### src/logic/neoIoPkg.sv
package neoIoPkg;

	// CPU word address, A23 down to A1
	typedef logic [22:0] wordAddrT;

	// 68000 data bus, both byte lanes
	typedef logic [15:0] busDataT;

	// One latch byte or one read byte
	typedef logic [7:0] byteT;

	// Joystick and buttons, bits 9 and 8 are start and select
	typedef logic [9:0] playerInT;

	// Three output lines per player port
	typedef logic [2:0] playerOutT;

	// EL panel data, three bits wide
	typedef logic [2:0] elDataT;

	// Per channel FSM of the panel strobe driver
	typedef enum logic {
		idle,
		pulse
	} panelStateT;

endpackage

### src/logic/neoMapPkg.sv
package neoMapPkg;

	// Word addresses, byte address shifted right by one
	// Player 1 joystick and DIP switches
	localparam neoIoPkg::wordAddrT P1CNT = 23'h180000;
	// Player 2 joystick
	localparam neoIoPkg::wordAddrT P2CNT = 23'h1A0000;
	// Start and select buttons on read
	localparam neoIoPkg::wordAddrT STATUSB = 23'h1C0000;
	// Same word as STATUSB, write side only
	localparam neoIoPkg::wordAddrT POUTPUT = 23'h1C0000;
	// Panel clock latches
	localparam neoIoPkg::wordAddrT LEDLATCH = 23'h1C0018;
	localparam neoIoPkg::wordAddrT LEDDATA = 23'h1C0020;

	// Coin counter and lockout block, A3..A1 pick the function
	localparam neoIoPkg::wordAddrT COUNTER = 23'h1C0028;

	// System latch block base, eight single bit latches
	localparam neoIoPkg::wordAddrT SYSLATCH = 23'h1D0000;
	localparam int SYSLATCH_WORDS = 8;

	// One select per decoded register access
	typedef enum logic [3:0] {
		none,
		p1cnt,
		p2cnt,
		statusB,
		pOutput,
		ledLatch,
		ledData,
		counter,
		sysLatch
	} regSelT;

endpackage

### src/logic/cpuBusIf.sv
`timescale 1ns/1ps

// Decoded register access, valid the cycle after the strobe
interface cpuBusIf;
	neoMapPkg::regSelT sel;
	// Single cycle access pulses
	logic write;
	logic read;
	neoIoPkg::busDataT data;
	// Byte strobes of the access
	logic upper;
	logic lower;
	// A3..A1 inside a register block
	logic [2:0] subAddr;

	modport decoder (output sel, write, read, data, upper, lower, subAddr);
	modport registers (input sel, write, read, data, upper, lower, subAddr);
endinterface

// Fire requests from the latch block to the strobe driver
interface panelIf;
	neoIoPkg::byteT ledData;
	neoIoPkg::elDataT elData;
	// One cycle per LED bank
	logic [1:0] ledFire;
	logic elFire;
	// One cycle per coin counter
	logic [1:0] counterFire;

	modport source (output ledData, elData, ledFire, elFire, counterFire);
	modport sink (input ledData, elData, ledFire, elFire, counterFire);
endinterface

### src/logic/ioBusDecoder.sv
`timescale 1ns/1ps

module ioBusDecoder (
	input logic clk24M,
	input logic reset,
	input neoIoPkg::wordAddrT addr,
	input neoIoPkg::busDataT writeData,
	input logic rw,
	input logic as,
	input logic uds,
	input logic lds,
	cpuBusIf.decoder bus
);

	// Block bases, only A23..A4 compared
	localparam neoIoPkg::wordAddrT counterBase = neoMapPkg::COUNTER;
	localparam neoIoPkg::wordAddrT sysLatchBase = neoMapPkg::SYSLATCH;

	neoMapPkg::regSelT nextSel;
	logic anyStrobe;

	// Writes need at least one byte lane
	assign anyStrobe = uds | lds;

	always_comb begin
		nextSel = neoMapPkg::none;
		if (rw) begin
			// Read side, byte strobes ignored
			if (addr == neoMapPkg::P1CNT) begin
				nextSel = neoMapPkg::p1cnt;
			end else if (addr == neoMapPkg::P2CNT) begin
				nextSel = neoMapPkg::p2cnt;
			end else if (addr == neoMapPkg::STATUSB) begin
				nextSel = neoMapPkg::statusB;
			end
		end else if (anyStrobe) begin
			if (addr == neoMapPkg::POUTPUT) begin
				nextSel = neoMapPkg::pOutput;
			end else if (addr == neoMapPkg::LEDLATCH) begin
				nextSel = neoMapPkg::ledLatch;
			end else if (addr == neoMapPkg::LEDDATA) begin
				nextSel = neoMapPkg::ledData;
			end else if (addr[22:3] == counterBase[22:3]) begin
				nextSel = neoMapPkg::counter;
			end else if (addr[22:3] == sysLatchBase[22:3]) begin
				// Eight word block, index on A3..A1
				nextSel = neoMapPkg::sysLatch;
			end
		end
	end

	// Control side of the registered access
	always_ff @(posedge clk24M) begin
		if (reset) begin
			bus.sel <= neoMapPkg::none;
			bus.write <= 1'b0;
			bus.read <= 1'b0;
		end else begin
			bus.write <= as & ~rw;
			bus.read <= as & rw;
			bus.sel <= as ? nextSel : neoMapPkg::none;
		end
	end

	// Payload, held between strobes
	always_ff @(posedge clk24M) begin
		if (as) begin
			bus.data <= writeData;
			bus.upper <= uds;
			bus.lower <= lds;
			bus.subAddr <= addr[2:0];
		end
	end

endmodule

### src/logic/ioRegisters.sv
`timescale 1ns/1ps

module ioRegisters (
	input logic clk24M,
	input logic reset,
	input neoIoPkg::playerInT p1In,
	input neoIoPkg::playerInT p2In,
	input neoIoPkg::byteT dipSw,
	cpuBusIf.registers bus,
	panelIf.source panel,
	output neoIoPkg::busDataT readData,
	output logic readValid,
	output neoIoPkg::playerOutT p1Out,
	output neoIoPkg::playerOutT p2Out,
	output logic [1:0] coinLockout,
	output logic shadow,
	output logic vectorBank
);

	neoIoPkg::busDataT readMux;
	neoIoPkg::byteT writeByte;
	neoIoPkg::byteT ledDataReg;
	neoIoPkg::byteT sysLatchReg;
	// Bits 5..3 of the last LEDLATCH write
	logic [2:0] lastLatch;
	logic [2:0] latchRise;
	logic [2:0] unit;

	// Upper lane only when the lower strobe is off
	assign writeByte = (bus.upper & ~bus.lower) ? bus.data[15:8] : bus.data[7:0];

	// 0 to 1 edges against the previous write
	assign latchRise = writeByte[5:3] & ~lastLatch;
	assign unit = bus.subAddr;

	// Read map, unused bytes stay zero
	always_comb begin
		readMux = '0;
		case (bus.sel)
			neoMapPkg::p1cnt: readMux = {dipSw, p1In[7:0]};
			neoMapPkg::p2cnt: readMux[7:0] = p2In[7:0];
			// Start and select of both players
			neoMapPkg::statusB: readMux[3:0] = {p2In[9:8], p1In[9:8]};
			default: readMux = '0;
		endcase
	end

	// One cycle read answer
	always_ff @(posedge clk24M) begin
		if (reset) begin
			readData <= '0;
			readValid <= 1'b0;
		end else begin
			readValid <= bus.read;
			readData <= bus.read ? readMux : '0;
		end
	end

	// Output and system latches
	always_ff @(posedge clk24M) begin
		if (reset) begin
			p1Out <= '0;
			p2Out <= '0;
			ledDataReg <= '0;
			lastLatch <= '0;
			coinLockout <= '0;
			sysLatchReg <= '0;
		end else if (bus.write) begin
			case (bus.sel)
				neoMapPkg::pOutput: begin
					if (bus.lower) begin
						p1Out <= bus.data[2:0];
						p2Out <= bus.data[5:3];
					end
				end
				neoMapPkg::ledData: begin
					if (bus.lower) begin
						ledDataReg <= bus.data[7:0];
					end
				end
				neoMapPkg::ledLatch: lastLatch <= writeByte[5:3];
				neoMapPkg::counter: begin
					// A3 set means lockout, clear means counter pulse
					if (unit[2]) begin
						coinLockout[unit[0]] <= writeByte[0];
					end
				end
				neoMapPkg::sysLatch: sysLatchReg[unit] <= writeByte[0];
				default: ;
			endcase
		end
	end

	// Fire pulses, one cycle each
	always_ff @(posedge clk24M) begin
		if (reset) begin
			panel.ledFire <= '0;
			panel.elFire <= 1'b0;
			panel.counterFire <= '0;
		end else begin
			panel.ledFire <= '0;
			panel.elFire <= 1'b0;
			panel.counterFire <= '0;
			if (bus.write && bus.sel == neoMapPkg::ledLatch) begin
				// Bit 4 bank 0, bit 5 bank 1, bit 3 EL
				panel.ledFire <= latchRise[2:1];
				panel.elFire <= latchRise[0];
			end
			if (bus.write && bus.sel == neoMapPkg::counter && !unit[2]) begin
				panel.counterFire[unit[0]] <= 1'b1;
			end
		end
	end

	// Data words ride along with the fires
	assign panel.ledData = ledDataReg;
	assign panel.elData = ledDataReg[2:0];

	// Only two system latch bits leave this block
	assign shadow = sysLatchReg[0];
	assign vectorBank = sysLatchReg[1];

endmodule

### src/logic/neoIoTop.sv
`timescale 1ns/1ps

module neoIoTop #(
	parameter int pulseCycles = 6
) (
	input logic clk24M,
	input logic reset,
	input neoIoPkg::wordAddrT addr,
	input neoIoPkg::busDataT writeData,
	// High for read
	input logic rw,
	input logic as,
	input logic uds,
	input logic lds,
	input neoIoPkg::playerInT p1In,
	input neoIoPkg::playerInT p2In,
	input neoIoPkg::byteT dipSw,
	output neoIoPkg::busDataT readData,
	output logic readValid,
	output neoIoPkg::playerOutT p1Out,
	output neoIoPkg::playerOutT p2Out,
	// Bit 8 clock, bits 7..0 data
	output logic [8:0] ledOut1,
	output logic [8:0] ledOut2,
	// Bit 3 clock
	output logic [3:0] elOut,
	output logic [1:0] coinCounter,
	output logic [1:0] coinLockout,
	output logic shadow,
	output logic vectorBank
);

	cpuBusIf cpuBus ();
	panelIf panelBus ();

	// Bus strobe to register select
	ioBusDecoder u_decoder (
		.clk24M(clk24M),
		.reset(reset),
		.addr(addr),
		.writeData(writeData),
		.rw(rw),
		.as(as),
		.uds(uds),
		.lds(lds),
		.bus(cpuBus.decoder)
	);

	// Latches and read mux
	ioRegisters u_registers (
		.clk24M(clk24M),
		.reset(reset),
		.p1In(p1In),
		.p2In(p2In),
		.dipSw(dipSw),
		.bus(cpuBus.registers),
		.panel(panelBus.source),
		.readData(readData),
		.readValid(readValid),
		.p1Out(p1Out),
		.p2Out(p2Out),
		.coinLockout(coinLockout),
		.shadow(shadow),
		.vectorBank(vectorBank)
	);

	// Timed panel and coin strobes
	panelDriver #(
		.pulseCycles(pulseCycles)
	) u_panel (
		.clk24M(clk24M),
		.reset(reset),
		.panel(panelBus.sink),
		.ledOut1(ledOut1),
		.ledOut2(ledOut2),
		.elOut(elOut),
		.coinCounter(coinCounter)
	);

endmodule

### src/logic/panelDriver.sv
`timescale 1ns/1ps

module panelDriver #(
	parameter int pulseCycles = 6
) (
	input logic clk24M,
	input logic reset,
	panelIf.sink panel,
	output logic [8:0] ledOut1,
	output logic [8:0] ledOut2,
	output logic [3:0] elOut,
	output logic [1:0] coinCounter
);

	// LED 0, LED 1, EL, coin 0, coin 1
	localparam int numChannels = 5;
	// Holds pulseCycles - 1 at most
	localparam int countW = (pulseCycles > 1) ? $clog2(pulseCycles) : 1;

	typedef logic [countW-1:0] countT;

	logic [numChannels-1:0] fire;
	logic [numChannels-1:0] clkBit;
	neoIoPkg::byteT ledHeld0;
	neoIoPkg::byteT ledHeld1;
	neoIoPkg::elDataT elHeld;

	assign fire = {panel.counterFire, panel.elFire, panel.ledFire};

	// Identical pulse channels
	for (genvar ch = 0; ch < numChannels; ch++) begin : gChannel
		neoIoPkg::panelStateT state;
		countT count;

		always_ff @(posedge clk24M) begin
			if (reset) begin
				state <= neoIoPkg::idle;
				count <= '0;
			end else if (fire[ch]) begin
				// New fire restarts a running pulse
				state <= neoIoPkg::pulse;
				count <= countT'(pulseCycles - 1);
			end else if (state == neoIoPkg::pulse) begin
				if (count == '0) begin
					state <= neoIoPkg::idle;
				end else begin
					count <= count - 1'b1;
				end
			end
		end

		// Clock high for the whole pulse state
		assign clkBit[ch] = (state == neoIoPkg::pulse);
	end

	// Data captured at pulse start, kept until the next fire
	always_ff @(posedge clk24M) begin
		if (reset) begin
			ledHeld0 <= '0;
			ledHeld1 <= '0;
			elHeld <= '0;
		end else begin
			if (panel.ledFire[0]) begin
				ledHeld0 <= panel.ledData;
			end
			if (panel.ledFire[1]) begin
				ledHeld1 <= panel.ledData;
			end
			if (panel.elFire) begin
				elHeld <= panel.elData;
			end
		end
	end

	// Clock on the top bit of each panel port
	assign ledOut1 = {clkBit[0], ledHeld0};
	assign ledOut2 = {clkBit[1], ledHeld1};
	assign elOut = {clkBit[2], elHeld};
	assign coinCounter = clkBit[4:3];

endmodule

### config.mk
export PLATFORM = sky130hd
export DESIGN_NAME = neoIoTop
export DESIGN_NICKNAME = d
export VERILOG_FILES = /design/src/logic/neoIoPkg.sv /design/src/logic/neoMapPkg.sv /design/src/logic/cpuBusIf.sv /design/src/logic/ioBusDecoder.sv /design/src/logic/ioRegisters.sv /design/src/logic/neoIoTop.sv /design/src/logic/panelDriver.sv
export SDC_FILE = /design/constraint.sdc
export NUM_CORES = 1
export LEC_CHECK = 0
export ABC_AREA = 1
export BUFFER_PORTS_ARGS = -buffer_cell sky130_fd_sc_hd__buf_2
export CAP_MARGIN = 20
export CORE_ASPECT_RATIO = 1.5
export CORE_MARGIN = 8
export CORE_UTILIZATION = 40
export DETAILED_ROUTE_END_ITERATION = 7
export HOLD_SLACK_MARGIN = 0.1
export PLACE_DENSITY_LB_ADDON = 0.05
export SLEW_MARGIN = 40
export SYNTH_ARGS = -nofsm -noshare
export SYNTH_HDL_FRONTEND = slang
export SYNTH_SLANG_ARGS = --single-unit
export TNS_END_PERCENT = 10
### constraint.sdc
create_clock -name clk24M -period 1.7 [get_ports clk24M]
set_input_delay 0.425 -clock clk24M [delete_from_list [all_inputs] [get_ports clk24M]]
set_output_delay 0.425 -clock clk24M [all_outputs]
set_load 0.01 [all_outputs]
==> reports/results.ini <==
[global_route]
gr-total-overflow = 0
grt_pass1_wl_um = 16000
grt_max_degree = 39
antenna_found_initial = 1
grt_use_total = 0.141
grt_pass1_vias = 3543

[timing]
worstMarginPinSlew_ns = 0.534
rsz0062_at_grt = no
slew_violations = 0
finalSetupViolations = 0
fin_crit_sh = 0.780
hold_violations = 0
max_freq_ghz = 0.754
finClkSkew_ns = 0.0104
relSlewSlack = 0.644
period_needed_ns = 1.33
finalSetupTns_ns = 0

[drt]
vias = 3521
drt_first_pass_iters = 4
postRouteAntennaNets = 0
drt_iter0_drc = 107
drc = 0
vias_per_cell = 4.60
postRouteWirelength_um = 9530
wl_per_cell_um = 12.5

[finish]
n_fill_cell = 1043
drive_gt1_frac = 0.256
layout.nets = 699
n_antenna_cell = 0
fin_cells = 765
stdcell_area_um2 = 5210
ff_latch_area_um2 = 2270
multi_input_area_um2 = 1560
syn_to_final_growth_pct = 24.1

[floorplanning]
die_w_um = 99.6
die_h_um = 141
core_um2 = 10400
rows = 46
num_io_pins = 124
dieArea_um2 = 14100
initial_core_util = 0.403

[clock_tree]
cts_hold_buffers = 0
cts_tree = yes
insertion_delay_ns = 0.34
cts_root_buffer = clkbuf_16
cts_made_buffers = 9
clockBufferDepth = 2
cts_setup_buffers = 0
post_cts_resized = 0
clock_sinks = 105
path_clk_slew_ns = 0.08
h-tree-depth = 3

[setup_path]
path_class = register to register
worst_ep_arrival_time_ns = 1.54
crit_path_end_kind = register
cp-start-kind = register
cp_max_fo = 6
required_ns = 1.92

[yosys]
yosys-top-cells-area = dfxtp_1 (42%), edfxtp_1 (12%), nand2_1 (6.6%)
synth.top_cell.area_share = 0.420
synthesis.area_um2 = 4200
synth_top_area_cell = dfxtp_1
ys.flop_type = dfxtp_1
synth_seq_cells = 105
ys_seq_area_frac = 0.542
ys_types = 33
synth_cells = 497
yosysWarnings = 0
synth_area_per_cell_um2 = 8.44
yosysMostFrequentCell = dfxtp_1
synth_nets = 580
synth-edff-count = 17
synthArstFlopShare = 0
yosys-top-cells-count = dfxtp_1 (88), nand2_1 (74), inv_1 (65)

[power_and_ir_drop]
powerDensity_nw_per_um2 = 903
ir_drop_v = 0.000493
leakagePower_nw = 2.47

[run_status]
outcome = finished clean

[place]
place.gp.congestion = 0.793
numPortBuffers = 119
dpl_cell_area_um2 = 4930
hpwl_um = 7490
dp.cells = 749

[hold_path]
hp-class = input port to register

[flow_run]
drv_cap = 0

==> final cells by class <==
type	instances	area share
sequential	105	0.436
clock inverter	6	0.00985
clock buffer	10	0.0440
timing repair buffer	124	0.124
inverter	72	0.0519
multi-input combinational	304	0.299
tap	144	0.0346
==> sequential cells by signal (all words and copies together) (netlist names), 2 cells and up <==
signal,flops
u_registers.readData,16
u_panel.gChannel.count,15
u_decoder.bus.data,12
u_panel.ledHeld0,8
u_panel.ledHeld1,8
u_registers.panel.ledData,8
u_panel.gChannel.state,5
u_decoder.bus.sel,4
u_decoder.bus.subAddr,3
u_panel.elHeld,3
u_registers.lastLatch,3
u_registers.p1Out,3
u_registers.p2Out,3
u_registers.coinLockout,2
u_registers.panel.counterFire,2
u_registers.panel.ledFire,2
u_registers.sysLatchReg,2
==> report_power, final <==
part / switching, mW / internal (mW)
Combinational: 0.104 / 0.0926
Sequential: 0.0183 / 2.56
Clock: 0.909 / 1.02
Total: 1.03 / 3.67
==> logic make-up (layout without fill, tap and decap cells) <==
kind of cell | count (synthesis) | after routing | share of synthesized area
and+or+nand+nor | 184 | 184 | 0.199
AOI/OAI and AO/OA | 108 | 108 | 0.138
DFF | 105 | 105 | 0.542
buffers and inverters | 88 | 212 | 0.0868
adders and majority gates | 10 | 10 | 0.0298
muxes | 2 | 2 | 0.00537
==> layout by cell type, fill, tap and decap left out, types with 2 or more instances in the layout <==
cell and n:
a21oi_1 55, a31o_1 3, a31oi_1 3, buf_2 119, buf_4 4, clkbuf_16 9
clkinv_1 3, clkinv_4 2, dfxtp_1 88, edfxtp_1 17, ha_1 10, inv_1 65
inv_2 4, inv_6 2, mux2_2 2, nand2_1 74, nand3_1 38, nand4_1 2
nor2_1 54, nor2_2 2, nor2_4 4, nor3_1 3, o211ai_1 5, o21ai_0 38
or2_2 2
==> metrics by stage <==
stage | total power [mW] | utilization | worst slack [ns] | hold WS (ns)
after global routing | 4.90 | 0.500 | 0.244 | 0.232
after floorplan | 2.71 | - | 0.466 | 0.391
final | 4.70 | 0.500 | 0.374 | 0.256
after CTS | 4.78 | 0.500 | 0.341 | 0.239
after global placement | 2.83 | 0.473 | 0.240 | 0.400
after detailed placement | 2.84 | 0.473 | 0.209 | 0.408
==> critical path, stage by stage (launching register included) <==
cell and delay [ns]:
edfxtp_1 0.36, inv_1 0.11, nand2_1 0.15, o21ai_0 0.23, buf_4 0.17, nor2_1 0.04, a21oi_1 0.10, nor2_1 0.05
==> metal layers <==
layer	track usage	vias up	routed length [um]
met4	0.0528	2	121
met1	0.146	1565	3930
met3	0.0530	10	654
met5	0	-	13
met2	0.249	88	4800
li1	-	1856	-
==> path summary, 6_finish.rpt <==
path                                         start                                       to  slack [ns]  depth (start not counted)
max                  u_decoder.bus.lower$_DFFE_PP_  u_registers.coinLockout[1]$_SDFFE_PP0P_        0.37                          7
min                                   writeData[3]          u_decoder.bus.data[3]$_DFFE_PP_        0.26                          1
max reg2reg          u_decoder.bus.lower$_DFFE_PP_  u_registers.coinLockout[1]$_SDFFE_PP0P_        0.37                          7
min reg2reg  u_registers.lastLatch[1]$_SDFFE_PP0P_  u_registers.panel.ledFire[0]$_SDFF_PP0_        0.42                          1
No activity file was read; power rests on OpenSTA's default activity.
